===== config.mk =====
export PLATFORM = sky130hd
export DESIGN_NAME = ooo_core
export DESIGN_NICKNAME = d
export VERILOG_FILES = /design/src/design/ooo_pkg.sv /design/src/design/ooo_core.sv /design/src/design/add_sub.sv /design/src/design/rob.sv /design/src/design/register_file.sv /design/src/design/inst_mem.sv
export SDC_FILE = /design/constraint.sdc
export NUM_CORES = 2
export LEC_CHECK = 0
export BUFFER_PORTS_ARGS = -buffer_cell sky130_fd_sc_hd__buf_4
export CAP_MARGIN = 20
export CORE_MARGIN = 10
export CORE_UTILIZATION = 45
export CTS_CLUSTER_SIZE = 16
export DETAILED_ROUTE_END_ITERATION = 10
export PLACE_DENSITY = 0.64
export SYNTH_ARGS = -nofsm -noshare
export SYNTH_HDL_FRONTEND = slang
export SYNTH_SLANG_ARGS = --single-unit

===== constraint.sdc =====
create_clock -name clk -period 9 [get_ports clk]
set_input_delay 1.8 -clock clk [delete_from_list [all_inputs] [get_ports clk]]
set_output_delay 1.8 -clock clk [all_outputs]
set_load 0.01 [all_outputs]

===== src/design/ooo_pkg.sv =====
`default_nettype none

package ooo_pkg;

	////////////////////
	// widths
	////////////////////

	localparam int xlen = 32;

	// register 0 reads as zero and is never renamed
	localparam int reg_num = 16;

	// reorder buffer of 2**width entries
	localparam int default_rob_width = 3;
	localparam int default_inst_mem_width = 6;
	localparam int default_rs_depth = 2;

	typedef logic [$clog2(reg_num)-1:0] reg_idx_t;

	////////////////////
	// instruction word
	////////////////////

	typedef enum logic [1:0] {
		OP_ADD,
		OP_SUB,
		OP_ADDI,
		OP_HALT
	} op_t;

	typedef struct packed {
		op_t op;
		reg_idx_t rd;
		reg_idx_t rs1;
		reg_idx_t rs2;
		logic [17:0] pad;
	} r_type_t;

	// immediate in the low half is sign extended at decode
	typedef struct packed {
		op_t op;
		reg_idx_t rd;
		reg_idx_t rs1;
		logic [5:0] pad;
		logic [15:0] imm;
	} i_type_t;

	typedef union packed {
		r_type_t r;
		i_type_t i;
	} inst_t;

	////////////////////
	// datapath bundles
	////////////////////

	// valid data or the tag of the pending producer
	typedef struct packed {
		logic valid;
		logic [default_rob_width-1:0] tag;
		logic [xlen-1:0] data;
	} cdb_t;

	typedef struct packed {
		logic valid;
		logic [xlen-1:0] data;
	} rob_read_t;

	typedef struct packed {
		reg_idx_t rd;
		logic [xlen-1:0] data;
	} commit_t;

endpackage

`default_nettype wire

===== src/design/ooo_core.sv =====
`timescale 1ns/10ps
`default_nettype none

module ooo_core #(
	parameter int rob_width = ooo_pkg::default_rob_width,
	parameter int inst_mem_width = ooo_pkg::default_inst_mem_width,
	parameter int rs_depth = ooo_pkg::default_rs_depth
) (
	input wire clk,
	input wire rst_n,
	input wire [ooo_pkg::xlen-1:0] load_data,
	input wire load_valid,
	input wire start,
	input wire commit_ready,
	output logic load_ready,
	output ooo_pkg::commit_t commit,
	output logic commit_valid,
	output logic done
);
	import ooo_pkg::*;

	inst_t inst;
	logic [inst_mem_width-1:0] pc;
	logic exec_mode;
	logic exec_mode_next;
	logic first_wait;
	logic halt_seen;
	logic start_ok;
	logic exec;
	logic load_fire;
	logic rob_empty;
	logic rob_issue_ready;
	logic rs_issue_ready;
	logic want_issue;
	logic issue_valid;
	logic [rob_width-1:0] issue_tag;
	logic [rob_width-1:0] commit_tag;
	cdb_t arch_read [2];
	rob_read_t rob_read [2];
	logic [rob_width-1:0] rob_read_tag [2];
	cdb_t operand [2];
	cdb_t cdb;

	////////////////////
	// mode
	////////////////////

	assign start_ok = start && !exec_mode;
	assign load_fire = load_valid && load_ready;
	// first execute cycle only fetches
	assign exec = exec_mode && !first_wait;

	always_comb begin
		exec_mode_next = exec_mode;
		if (start_ok) begin
			exec_mode_next = 1'b1;
		end else if (exec_mode && halt_seen && rob_empty) begin
			exec_mode_next = 1'b0;
		end
	end

	always_ff @(posedge clk) begin
		if (!rst_n) begin
			exec_mode <= 1'b0;
			first_wait <= 1'b0;
			load_ready <= 1'b0;
			done <= 1'b0;
		end else begin
			exec_mode <= exec_mode_next;
			first_wait <= start_ok;
			load_ready <= !exec_mode_next;
			if (exec_mode && !exec_mode_next) begin
				done <= 1'b1;
			end else if (load_fire) begin
				done <= 1'b0;
			end
		end
	end

	// set by halt or by issue of the last memory word with pc wrapped to 0
	always_ff @(posedge clk) begin
		if (!rst_n || start_ok) begin
			halt_seen <= 1'b0;
		end else if (exec && (inst.r.op == OP_HALT || (issue_valid && pc == '0))) begin
			halt_seen <= 1'b1;
		end
	end

	////////////////////
	// issue
	////////////////////

	assign want_issue = exec && !halt_seen && inst.r.op != OP_HALT;
	assign issue_valid = want_issue && rob_issue_ready && rs_issue_ready;

	// merge order is architectural value then reorder buffer then bus
	always_comb begin
		for (int k = 0; k < 2; k++) begin
			rob_read_tag[k] = arch_read[k].tag;
			operand[k].tag = arch_read[k].tag;
			operand[k].valid = arch_read[k].valid || rob_read[k].valid ||
			                   (cdb.valid && cdb.tag == arch_read[k].tag);
			operand[k].data = arch_read[k].valid ? arch_read[k].data :
			                  rob_read[k].valid ? rob_read[k].data : cdb.data;
		end
	end

	////////////////////
	// units
	////////////////////

	inst_mem #(.inst_mem_width(inst_mem_width)) inst_mem (
		.clk,
		.rst_n,
		.we(load_fire),
		.wdata(load_data),
		.reset_pc(start_ok),
		.stall(!(first_wait || issue_valid)),
		.inst,
		.pc
	);

	register_file #(.rob_width(rob_width)) register_file (
		.clk,
		.rst_n,
		.inst,
		.issue(issue_valid),
		.issue_tag,
		.commit(commit_valid && commit_ready),
		.commit_rd(commit.rd),
		.commit_tag,
		.commit_data(commit.data),
		.read(arch_read)
	);

	rob #(.rob_width(rob_width)) rob (
		.clk,
		.rst_n,
		.issue_valid,
		.issue_rd(inst.r.rd),
		.read_tag(rob_read_tag),
		.cdb,
		.commit_ready,
		.issue_ready(rob_issue_ready),
		.issue_tag,
		.read(rob_read),
		.commit,
		.commit_valid,
		.commit_tag,
		.empty(rob_empty)
	);

	add_sub #(.rob_width(rob_width), .rs_depth(rs_depth)) add_sub (
		.clk,
		.rst_n,
		.issue_valid,
		.issue_op(inst.r.op),
		.issue_tag,
		.src(operand),
		.cdb,
		.issue_ready(rs_issue_ready),
		.cdb_out(cdb)
	);

endmodule

`default_nettype wire


===== src/design/add_sub.sv =====
`timescale 1ns/10ps
`default_nettype none

module add_sub #(
	parameter int rob_width = ooo_pkg::default_rob_width,
	parameter int rs_depth = ooo_pkg::default_rs_depth
) (
	input wire clk,
	input wire rst_n,
	input wire issue_valid,
	input wire ooo_pkg::op_t issue_op,
	input wire [rob_width-1:0] issue_tag,
	input wire ooo_pkg::cdb_t src [2],
	input wire ooo_pkg::cdb_t cdb,
	output logic issue_ready,
	output ooo_pkg::cdb_t cdb_out
);
	import ooo_pkg::*;

	// station contents
	logic [rs_depth-1:0] busy;
	op_t op [rs_depth];
	logic [rob_width-1:0] dest [rs_depth];
	cdb_t opnd [rs_depth][2];

	logic [rs_depth-1:0] ready;
	logic [rs_depth-1:0] alloc;
	logic [rs_depth-1:0] grant;
	logic issue_fire;

	op_t sel_op;
	logic [rob_width-1:0] sel_tag;
	logic [xlen-1:0] sel_a;
	logic [xlen-1:0] sel_b;

	logic res_valid;
	logic [rob_width-1:0] res_tag;
	logic [xlen-1:0] res_data;

	assign issue_ready = !(&busy);
	assign issue_fire = issue_valid && issue_ready;

	always_comb begin
		for (int k = 0; k < rs_depth; k++) begin
			ready[k] = busy[k] && opnd[k][0].valid && opnd[k][1].valid;
		end
	end

	// lowest free and lowest ready slot
	assign alloc = ~busy & (busy + 1'b1);
	assign grant = ready & (~ready + 1'b1);

	always_comb begin
		sel_op = OP_ADD;
		sel_tag = '0;
		sel_a = '0;
		sel_b = '0;
		for (int k = 0; k < rs_depth; k++) begin
			if (grant[k]) begin
				sel_op = op[k];
				sel_tag = dest[k];
				sel_a = opnd[k][0].data;
				sel_b = opnd[k][1].data;
			end
		end
	end

	always_ff @(posedge clk) begin
		if (!rst_n) begin
			busy <= '0;
		end else begin
			busy <= (busy & ~grant) | (issue_fire ? alloc : '0);
		end
	end

	always_ff @(posedge clk) begin
		for (int k = 0; k < rs_depth; k++) begin
			if (issue_fire && alloc[k]) begin
				op[k] <= issue_op;
				dest[k] <= issue_tag;
				opnd[k] <= src;
			end else begin
				// snoop the bus for missing operands
				for (int j = 0; j < 2; j++) begin
					if (!opnd[k][j].valid && cdb.valid && cdb.tag == opnd[k][j].tag) begin
						opnd[k][j].valid <= 1'b1;
						opnd[k][j].data <= cdb.data;
					end
				end
			end
		end
	end

	////////////////////
	// result stage
	////////////////////

	always_ff @(posedge clk) begin
		if (!rst_n) begin
			res_valid <= 1'b0;
		end else begin
			res_valid <= |ready;
		end
	end

	always_ff @(posedge clk) begin
		if (|ready) begin
			res_tag <= sel_tag;
			res_data <= sel_op == OP_SUB ? sel_a - sel_b : sel_a + sel_b;
		end
	end

	assign cdb_out.valid = res_valid;
	assign cdb_out.tag = res_tag;
	assign cdb_out.data = res_data;

endmodule

`default_nettype wire


===== src/design/rob.sv =====
`timescale 1ns/10ps
`default_nettype none

module rob #(
	parameter int rob_width = ooo_pkg::default_rob_width
) (
	input wire clk,
	input wire rst_n,
	input wire issue_valid,
	input wire ooo_pkg::reg_idx_t issue_rd,
	input wire [rob_width-1:0] read_tag [2],
	input wire ooo_pkg::cdb_t cdb,
	input wire commit_ready,
	output logic issue_ready,
	output logic [rob_width-1:0] issue_tag,
	output ooo_pkg::rob_read_t read [2],
	output ooo_pkg::commit_t commit,
	output logic commit_valid,
	output logic [rob_width-1:0] commit_tag,
	output logic empty
);
	import ooo_pkg::*;

	localparam int depth = 1 << rob_width;

	logic [rob_width-1:0] head;
	logic [rob_width-1:0] tail;
	logic [rob_width:0] count;
	logic [depth-1:0] done;
	reg_idx_t dest [depth];
	logic [xlen-1:0] value [depth];

	logic issue_fire;
	logic commit_fire;

	////////////////////
	// issue
	////////////////////

	// top bit of count set only when every entry is taken
	assign issue_ready = !count[rob_width];
	assign issue_tag = tail;
	assign issue_fire = issue_valid && issue_ready;

	////////////////////
	// commit
	////////////////////

	assign empty = count == '0;
	assign commit_valid = !empty && done[head];
	assign commit_fire = commit_valid && commit_ready;
	assign commit_tag = head;
	assign commit.rd = dest[head];
	assign commit.data = value[head];

	// forwarding for operands still named by tag
	always_comb begin
		for (int k = 0; k < 2; k++) begin
			read[k].valid = done[read_tag[k]];
			read[k].data = value[read_tag[k]];
		end
	end

	always_ff @(posedge clk) begin
		if (!rst_n) begin
			head <= '0;
			tail <= '0;
			count <= '0;
		end else begin
			if (issue_fire) begin
				tail <= tail + 1'b1;
			end
			if (commit_fire) begin
				head <= head + 1'b1;
			end
			case ({issue_fire, commit_fire})
				2'b10: count <= count + 1'b1;
				2'b01: count <= count - 1'b1;
				default: count <= count;
			endcase
		end
	end

	// a fresh entry starts not done
	always_ff @(posedge clk) begin
		if (!rst_n) begin
			done <= '0;
		end else begin
			if (cdb.valid) begin
				done[cdb.tag] <= 1'b1;
			end
			if (issue_fire) begin
				done[tail] <= 1'b0;
			end
		end
	end

	always_ff @(posedge clk) begin
		if (cdb.valid) begin
			value[cdb.tag] <= cdb.data;
		end
		if (issue_fire) begin
			dest[tail] <= issue_rd;
		end
	end

endmodule

`default_nettype wire


===== src/design/register_file.sv =====
`timescale 1ns/10ps
`default_nettype none

module register_file #(
	parameter int rob_width = ooo_pkg::default_rob_width
) (
	input wire clk,
	input wire rst_n,
	input wire ooo_pkg::inst_t inst,
	input wire issue,
	input wire [rob_width-1:0] issue_tag,
	input wire commit,
	input wire ooo_pkg::reg_idx_t commit_rd,
	input wire [rob_width-1:0] commit_tag,
	input wire [ooo_pkg::xlen-1:0] commit_data,
	output ooo_pkg::cdb_t read [2]
);
	import ooo_pkg::*;

	logic [xlen-1:0] regs [reg_num];
	logic [reg_num-1:0] busy;
	logic [rob_width-1:0] busy_tag [reg_num];

	reg_idx_t src_idx [2];
	logic is_imm;
	logic rename;

	assign is_imm = inst.r.op == OP_ADDI;
	assign rename = issue && inst.r.rd != '0;

	// rs1 sits at the same bits in both views
	assign src_idx[0] = inst.r.rs1;
	assign src_idx[1] = inst.r.rs2;

	always_comb begin
		for (int k = 0; k < 2; k++) begin
			read[k].tag = busy_tag[src_idx[k]];
			read[k].valid = src_idx[k] == '0 || !busy[src_idx[k]];
			read[k].data = src_idx[k] == '0 ? '0 : regs[src_idx[k]];
		end
		if (is_imm) begin
			read[1].valid = 1'b1;
			read[1].tag = '0;
			read[1].data = {{(xlen-16){inst.i.imm[15]}}, inst.i.imm};
		end
	end

	always_ff @(posedge clk) begin
		if (!rst_n) begin
			busy <= '0;
			for (int k = 0; k < reg_num; k++) begin
				regs[k] <= '0;
			end
		end else begin
			if (commit && commit_rd != '0) begin
				regs[commit_rd] <= commit_data;
				// only the latest rename releases the register
				if (busy_tag[commit_rd] == commit_tag) begin
					busy[commit_rd] <= 1'b0;
				end
			end
			if (rename) begin
				busy[inst.r.rd] <= 1'b1;
			end
		end
	end

	always_ff @(posedge clk) begin
		if (rename) begin
			busy_tag[inst.r.rd] <= issue_tag;
		end
	end

endmodule

`default_nettype wire


===== src/design/inst_mem.sv =====
`timescale 1ns/10ps
`default_nettype none

module inst_mem #(
	parameter int inst_mem_width = ooo_pkg::default_inst_mem_width
) (
	input wire clk,
	input wire rst_n,
	input wire we,
	input wire [ooo_pkg::xlen-1:0] wdata,
	input wire reset_pc,
	input wire stall,
	output ooo_pkg::inst_t inst,
	output logic [inst_mem_width-1:0] pc
);
	import ooo_pkg::*;

	localparam int depth = 1 << inst_mem_width;

	inst_t mem [depth];
	logic [inst_mem_width-1:0] waddr;

	////////////////////
	// load side
	////////////////////

	always_ff @(posedge clk) begin
		if (we) begin
			mem[waddr] <= wdata;
		end
	end

	// words land at consecutive addresses from 0
	always_ff @(posedge clk) begin
		if (!rst_n || reset_pc) begin
			waddr <= '0;
		end else if (we) begin
			waddr <= waddr + 1'b1;
		end
	end

	////////////////////
	// fetch side
	////////////////////

	// pc points at the next word to fetch
	always_ff @(posedge clk) begin
		if (!rst_n || reset_pc) begin
			pc <= '0;
		end else if (!stall) begin
			pc <= pc + 1'b1;
		end
	end

	// held while the issue stage is blocked
	always_ff @(posedge clk) begin
		if (!stall) begin
			inst <= mem[pc];
		end
	end

endmodule

`default_nettype wire


### Yosys cells after proc, flatten, opt, wreduce, memory -nomap -nowiden

Memory sizes are Yosys's and may differ from the RTL's. A register that Yosys moved wholly into a read port is not among the register bits.
Cells that the tools add are included.

| word-level totals | value |
|---|---|
| logic and storage cells | 251 |
| input bits | 37 |
| RAM bits | 3050 |
| memories kept | 8 |
| output and inout port bits | 39 |
| register bits | 89 |

Memory list:

| memory | depth | bits a word | rd ports | clocked after Yosys merged registers in | write ports | line | text |
|---|---|---|---|---|---|---|---|
| inst_mem.mem | 64 | 32 | 1 | 1 | 1 | inst_mem.sv:20 | `inst_t mem [depth];` |
| register_file.regs | 16 | 32 | 2 | 0 | 16 | register_file.sv:20 | `logic [xlen-1:0] regs [reg_num];` |
| rob.value | 8 | 32 | 3 | 1 | 1 | rob.sv:31 | `logic [xlen-1:0] value [depth];` |
| add_sub.opnd | 2 | 72 | 2 | 0 | 2 | add_sub.sv:24 | `cdb_t opnd [rs_depth][2];` |
| register_file.busy_tag | 16 | 3 | 3 | 0 | 1 | register_file.sv:22 | `logic [rob_width-1:0] busy_tag [reg_num];` |
| rob.dest | 8 | 4 | 1 | 1 | 1 | rob.sv:30 | `reg_idx_t dest [depth];` |
| +2 memories | -- | -- | -- | -- | -- | -- |  |

| operators by class | value |
|---|---|
| bitwise gates (word level) | 21 |
| multiplexer cells | 96 |
| equal/unequal tests | 13 |
| magnitude comparators | 13 |
| add/sub/neg operators | 10 |
| reductions and logical operators | 74 |

Operators by type and width:

| cell | count |
|---|---|
| 32-bit two-way mux | 16 |
| 16-bit two-way mux | 4 |
| 1-bit two-way mux | 50 |
| 1-bit logical AND | 38 |
| 36-bit two-way mux | 1 |
| 32-bit adder | 1 |
| 32-bit OR reduction | 1 |
| 32-bit subtractor | 1 |
| 8-bit two-way mux | 3 |
| 3-bit equality test | 7 |
| 3-bit two-way mux | 7 |
| 3-bit by 4-bit < comparator with 1-bit output (second input constant) | 5 |
| 4-bit by 5-bit < comparator with 1-bit output (second input constant) | 4 |
| 16-bit bitwise AND | 1 |
| 16-bit inverter | 1 |
| 16-bit OR | 1 |
| 1-bit zero test | 14 |
| 6-bit by 1-bit adder with 6-bit output (second input constant) | 2 |
| 4-bit zero test | 3 |
| 1-bit binary-select mux with 3-bit select | 3 |
| 1-bit logical OR | 9 |
| 8-bit bitwise AND | 1 |
| 1-bit binary-select mux with 4-bit select | 2 |
| 1-bit demux with 4-bit select | 2 |
| 25 further kinds | 50 |

### Longest topological paths before layout

| logic depth | value |
|---|---|
| word-level depth | 12 |
| gate-level depth with buffers | 27 |
| gate-level depth less buffers | 22 |

### Hierarchy

From an unflattened synthesis, not the netlist that was laid out.

| unflattened totals | value |
|---|---|
| cell total of the unflattened synthesis | 7503 |
| area total of the unflattened synthesis | 138819.4 um2 |

Modules (own cells, without submodules):

| module | instances | sequential area each (um2) | area each (um2) | cells each |
|---|---|---|---|---|
| inst_mem | 1 | 62700.1 | 80018.0 | 3653 |
| register_file | 1 | 17136.4 | 30698.2 | 1884 |
| rob | 1 | 9068.7 | 15881.5 | 780 |
| add_sub | 1 | 5715.5 | 10595.2 | 934 |
| ooo_core | 1 | 100.1 | 1626.6 | 252 |

### Worst setup path after synthesis

OpenSTA, ideal clock, no wires.

| timing path | value |
|---|---|
| kind | input-to-reg |
| from | input commit_ready |
| to | memory register_file.regs[4][0] (enable) |
| arrival | 4.686 ns |
| setup slack | 3.848 ns |
| stages | 4 |
| setup time | 0.466 ns |
| cell sequence | and2_1 clkbuf_1 nand3_1 o21ai_0 |

RTL lines:

| what | line | text |
|---|---|---|
| start, declared | ooo_core.sv:14 | `input wire commit_ready,` |
| end, declared | register_file.sv:20 |  |

### Final worst setup path

| timing path | value |
|---|---|
| from | register add_sub.busy[0] |
| to | register add_sub.res_data[28] (data pin) |

| between the ends | value |
|---|---|
| word-level cells in the longest chain between the ends | 9 |
| elaborated cells between the ends (all ways) | 15 |
| classes of those cells | add/sub: 3; eq/ne: 1; mux: 7; bitwise: 2; reduce/logical: 2 |

Ends and longest elaborated chain:

| what | line | text |
|---|---|---|
| start, declared | add_sub.sv:21 | `logic [rs_depth-1:0] busy;` |
| start signal, assigned | add_sub.sv:72 | `busy <= (busy & ~grant) \| (issue_fire ? alloc : '0);` |
| 1-bit logical AND * (2 in a row) | add_sub.sv:45 | `ready[k] = busy[k] && opnd[k][0].valid && opnd[k][1].valid;` |
| 2-bit inverter | add_sub.sv:51 | `assign grant = ready & (~ready + 1'b1);` |
| 2-bit by 1-bit adder with 2-bit output | add_sub.sv:51 |  |
| 2-bit bitwise AND * | add_sub.sv:51 |  |
| 32-bit two-way mux or 2-bit two-way mux (tied branches) (2 in a row) | add_sub.sv:59 | `if (grant[k]) begin` |
| 32-bit adder (tied with other cells) | add_sub.sv:109 | `res_data <= sel_op == OP_SUB ? sel_a - sel_b : sel_a + sel_b;` |
| 32-bit two-way mux * | add_sub.sv:109 |  |
| end signal, assigned | add_sub.sv:109 |  |
| end, declared | add_sub.sv:38 | `logic [xlen-1:0] res_data;` |

Mark *: on every way between the ends. The rest lies on a longest branch, timed or not.
A chain may end at the register's enable or synchronous reset.

==> reports/qor.yml <==
drt:
  drt_pre_antenna_iters: 8
  vias: 74300
  drtIter0Drc: 10000
  drtAntennaViolNets: 0
  drcViolationCount: 0
  vias_per_cell: 6.44
  wl_per_cell_um: 32.1
  drt_wl_total_um: 370000
logic_synthesis:
  synth_cell_type_count: 80
  synth_seq_area_share_pct: 69.2
  synth_edf_count: 2985
  syn_area_um2: 131000
  synthArstFlopShare_pct: 0
  synth_ff_type: "edfxtp_1"
  syn_inst: 7229
  ys_ff_latch: 3044
  ys_warn_count: 0
  syn_avg_cell_area_um2: 18.2
sta:
  fin_ws_ns: 2.84
  clock_skew_ns: 0.0788
  hold_viol_final: 0
  setup_violations: 0
  fmax_ghz: 0.162
  rsz0062_at_grt: "false"
  totalNegativeSetupSlack_ns: 0
  period_share_pct: 68.4
  slew_headroom_pct: 13.7
  drv_slew: 0
  tightest_slew_ns: 1.29
  period_minus_slack_ns: 6.16
finish:
  final_cell_mix: "2985 x edfxtp_1, 1052 x mux4_2, 642 x nor2_1"
  drive_gt1_share_pct: 26.3
  nFillCells: 23200
  synthToLayoutAreaGrowth_pct: 12.4
  layout_commonest_cell: "edfxtp_1"
  finish.utilization_pct: 50.8
  final-instance-count-excl-fill: 11500
  num-nets-final: 7445
setup_path:
  worstPathArrival_ns: 6.78
  crit_family: "simple AND/OR/NAND/NOR gates"
  cpPeakStageDelay_ns: 0.75
  end_kind: "flip-flop"
  critPathMaxFanout: 26
  worstRegToRegCells: 19
  required_ns: 9.62
  path_depth: 19
  cp_num_buf_inv: 0
  cp_cell_sequence: "and3_2 > nor2_4 > nand3b_1 > and2_1 > o21ai_0 > a31oi_1 > xor2_1 > a22oi_1 > ha_1 > a21o_1 > a21o_1 > a21oi_1 > o21ai_0 > o21ai_0 > a21oi_1 > and4_1 > or3_1 > a21oi_1 > xnor2_1"
  path_class: "flip-flop to flip-flop"
  slowest_stage: "and2_1"
  start_kind: "flip-flop"
global_routing:
  grt-ovfl-total: 0
  antenna_found_initial: 13
  grt_pass1_wl_um: 531000
  track_usage_pct: 23.0
  grt_max_degree: 137
  grt_pass1_vias: 75200
cts:
  numCtsBuffers: 318
  cts_htree_levels: 5
  insertion_delay_ns: 0.93
  root_buffer: "clkbuf_16"
  postCtsSetupBuffers: 0
  clkSlewWorstSetupHoldPaths_ns: 0.06
  cts_buffer_depth: 4
  cts-resized-gates: 0
  cts_sinks: 3044
  ctsHoldBuffers: 0
  tritoncts: "done"
floorplan:
  die_area_um2: 314000
  pin_count: 76
  fp.dieW_um: 560
  fp-row-count: 198
  coreArea_um2: 291000
  start_util_pct: 45.2
  die_y_um: 560
pwr:
  power_density_nw_per_um2: 215
  vdd_drop_max_v: 0.000192
  leakagePower_nw: 46.4
run:
  cap_violations: 0
placement:
  dpl_worst_slack_ns: 3.08
  gp_congestion: 0.928
  io_buffers: 73
  dp.cells: 10900
  dp_hpwl_um: 205000
outcome:
  status: "completed"
min_path:
  hold_path.class: "flip-flop to flip-flop"
  hold_depth: 2
==> registers in the layout, summed over array words and instances (netlist names), 3 cells and up, named ones only <==
name and cells:
add_sub.dest 6, add_sub.res_data 32, add_sub.opnd 144, register_file.regs 512, add_sub.op 4, add_sub.res_tag 3
rob.value 256, rob.dest 32, inst_mem.pc 6, inst_mem.waddr 6, register_file.busy 16, inst_mem.mem 1920
rob.issue_tag 3, register_file.busy_tag 48, rob.commit_tag 3, inst_mem.inst 30, rob.done 8, rob.count 4
==> stage by stage <==
stage | power (mW) | area (um^2) | hold WS (ns)
2_1_floorplan | 18.3 | 131000 | 0.443
3_3_place_gp | 19.3 | 138000 | 0.466
3_5_place_dp | 19.3 | 138000 | 0.473
4_1_cts | 31.9 | 147000 | 0.492
5_1_grt | 32.6 | 148000 | 0.516
6_report | 31.7 | 148000 | 0.495
==> final timing paths <==
check	startpoint	end	slack, ns
setup / recovery	add_sub.busy[0]	add_sub.res_data[28]	2.84
hold / removal	register_file.busy[1]	register_file.busy[1]	0.50
setup reg to reg	add_sub.busy[0]	add_sub.res_data[28]	2.84
hold reg to reg	register_file.busy[1]	register_file.busy[1]	0.50
==> where the power goes <==
part	switching, mW	internal [mW]	leakage [nW]
clock	5.54	7.09	4.85
sequential	0.177	15.8	28.0
combinational	1.90	1.23	13.6
total	7.62	24.1	46.4
==> worst reg2reg max path, stage by stage (launching register included) <==
cell      delay, ns
dfxtp_1        0.54
and3_2         0.64
nor2_4         0.26
nand3b_1       0.18
and2_1         0.75
o21ai_0        0.36
a31oi_1        0.31
xor2_1         0.18
a22oi_1        0.11
ha_1           0.40
a21o_1         0.18
a21o_1         0.18
a21oi_1        0.18
o21ai_0        0.12
o21ai_0        0.38
a21oi_1        0.22
and4_1         0.29
or3_1          0.35
a21oi_1        0.19
xnor2_1        0.08
==> logic make-up after synthesis <==
logic type / share of synthesized area [%]
muxes: 18.7
and+or+nand+nor: 4.71
AOI/OAI and AO/OA: 4.60
buffers and inverters: 1.77
xor gates and xnor gates: 0.607
DFF: 69.2
adders and majority gates: 0.412
other: 0.00286
==> cell type report <==
| type | instances | area [um^2] | share of cell area (%) |
|---|---|---|---|
| diodes | 4 | 10.0 | 0.00678 |
| clock buffers | 390 | 8370 | 5.67 |
| clock inverters | 184 | 1530 | 1.04 |
| inverters | 68 | 262 | 0.177 |
| multi-input cells | 3631 | 39200 | 26.6 |
| flip-flops and latches | 3044 | 90800 | 61.5 |
| well taps | 3900 | 4880 | 3.31 |
| repair buffers | 303 | 2490 | 1.69 |
==> synthesized netlist by cell type (all sizes together), types with 4 or more instances <==
master      n  share of area (%)
a22oi      51               0.30
a221oi     50               0.38
inv        65               0.19
mux2        8              0.069
a22o       34               0.23
a32o       64               0.49
dfxtp      59               0.90
a31oi      61               0.29
a32oi      33               0.22
a21o       22               0.13
mux2i      77               0.60
or2         5              0.024
xnor2      54               0.36
nor2      719                2.1
nand3b      7              0.040
ha         40               0.38
o21a       19               0.11
clkbuf    357                1.0
and2       45               0.21
nor4       10              0.048
o31ai       4              0.023
nand2     477                1.4
a211o       6              0.040
a2111oi    13               0.10
a211oi     45               0.26
nand2b     10              0.048
nand3     108               0.42
a21oi     179               0.68
o211ai     26               0.15
o21bai      5              0.029
edfxtp   2985                 68
o22a       65               0.43
xor2       37               0.25
nor2b      19              0.091
mux4     1052                 18
nor3       27               0.10
o21ai     120               0.46
or3        23               0.11
buf       163               0.55
and3       14              0.067
a311oi     16               0.11
o221ai      6              0.040
nor3b       7              0.040
==> per-layer routing <==
metal | vias to the layer above | wire length [um] | GRT usage (%)
met2 | 4344 | 178000 | 37.3
met4 | 4 | 19700 | 10.7
met1 | 39100 | 139000 | 30.4
met5 | - | 21 | 0
met3 | 938 | 32800 | 3.84
li1 | 29900 | - | -
(Power assumes the default switching activity.)
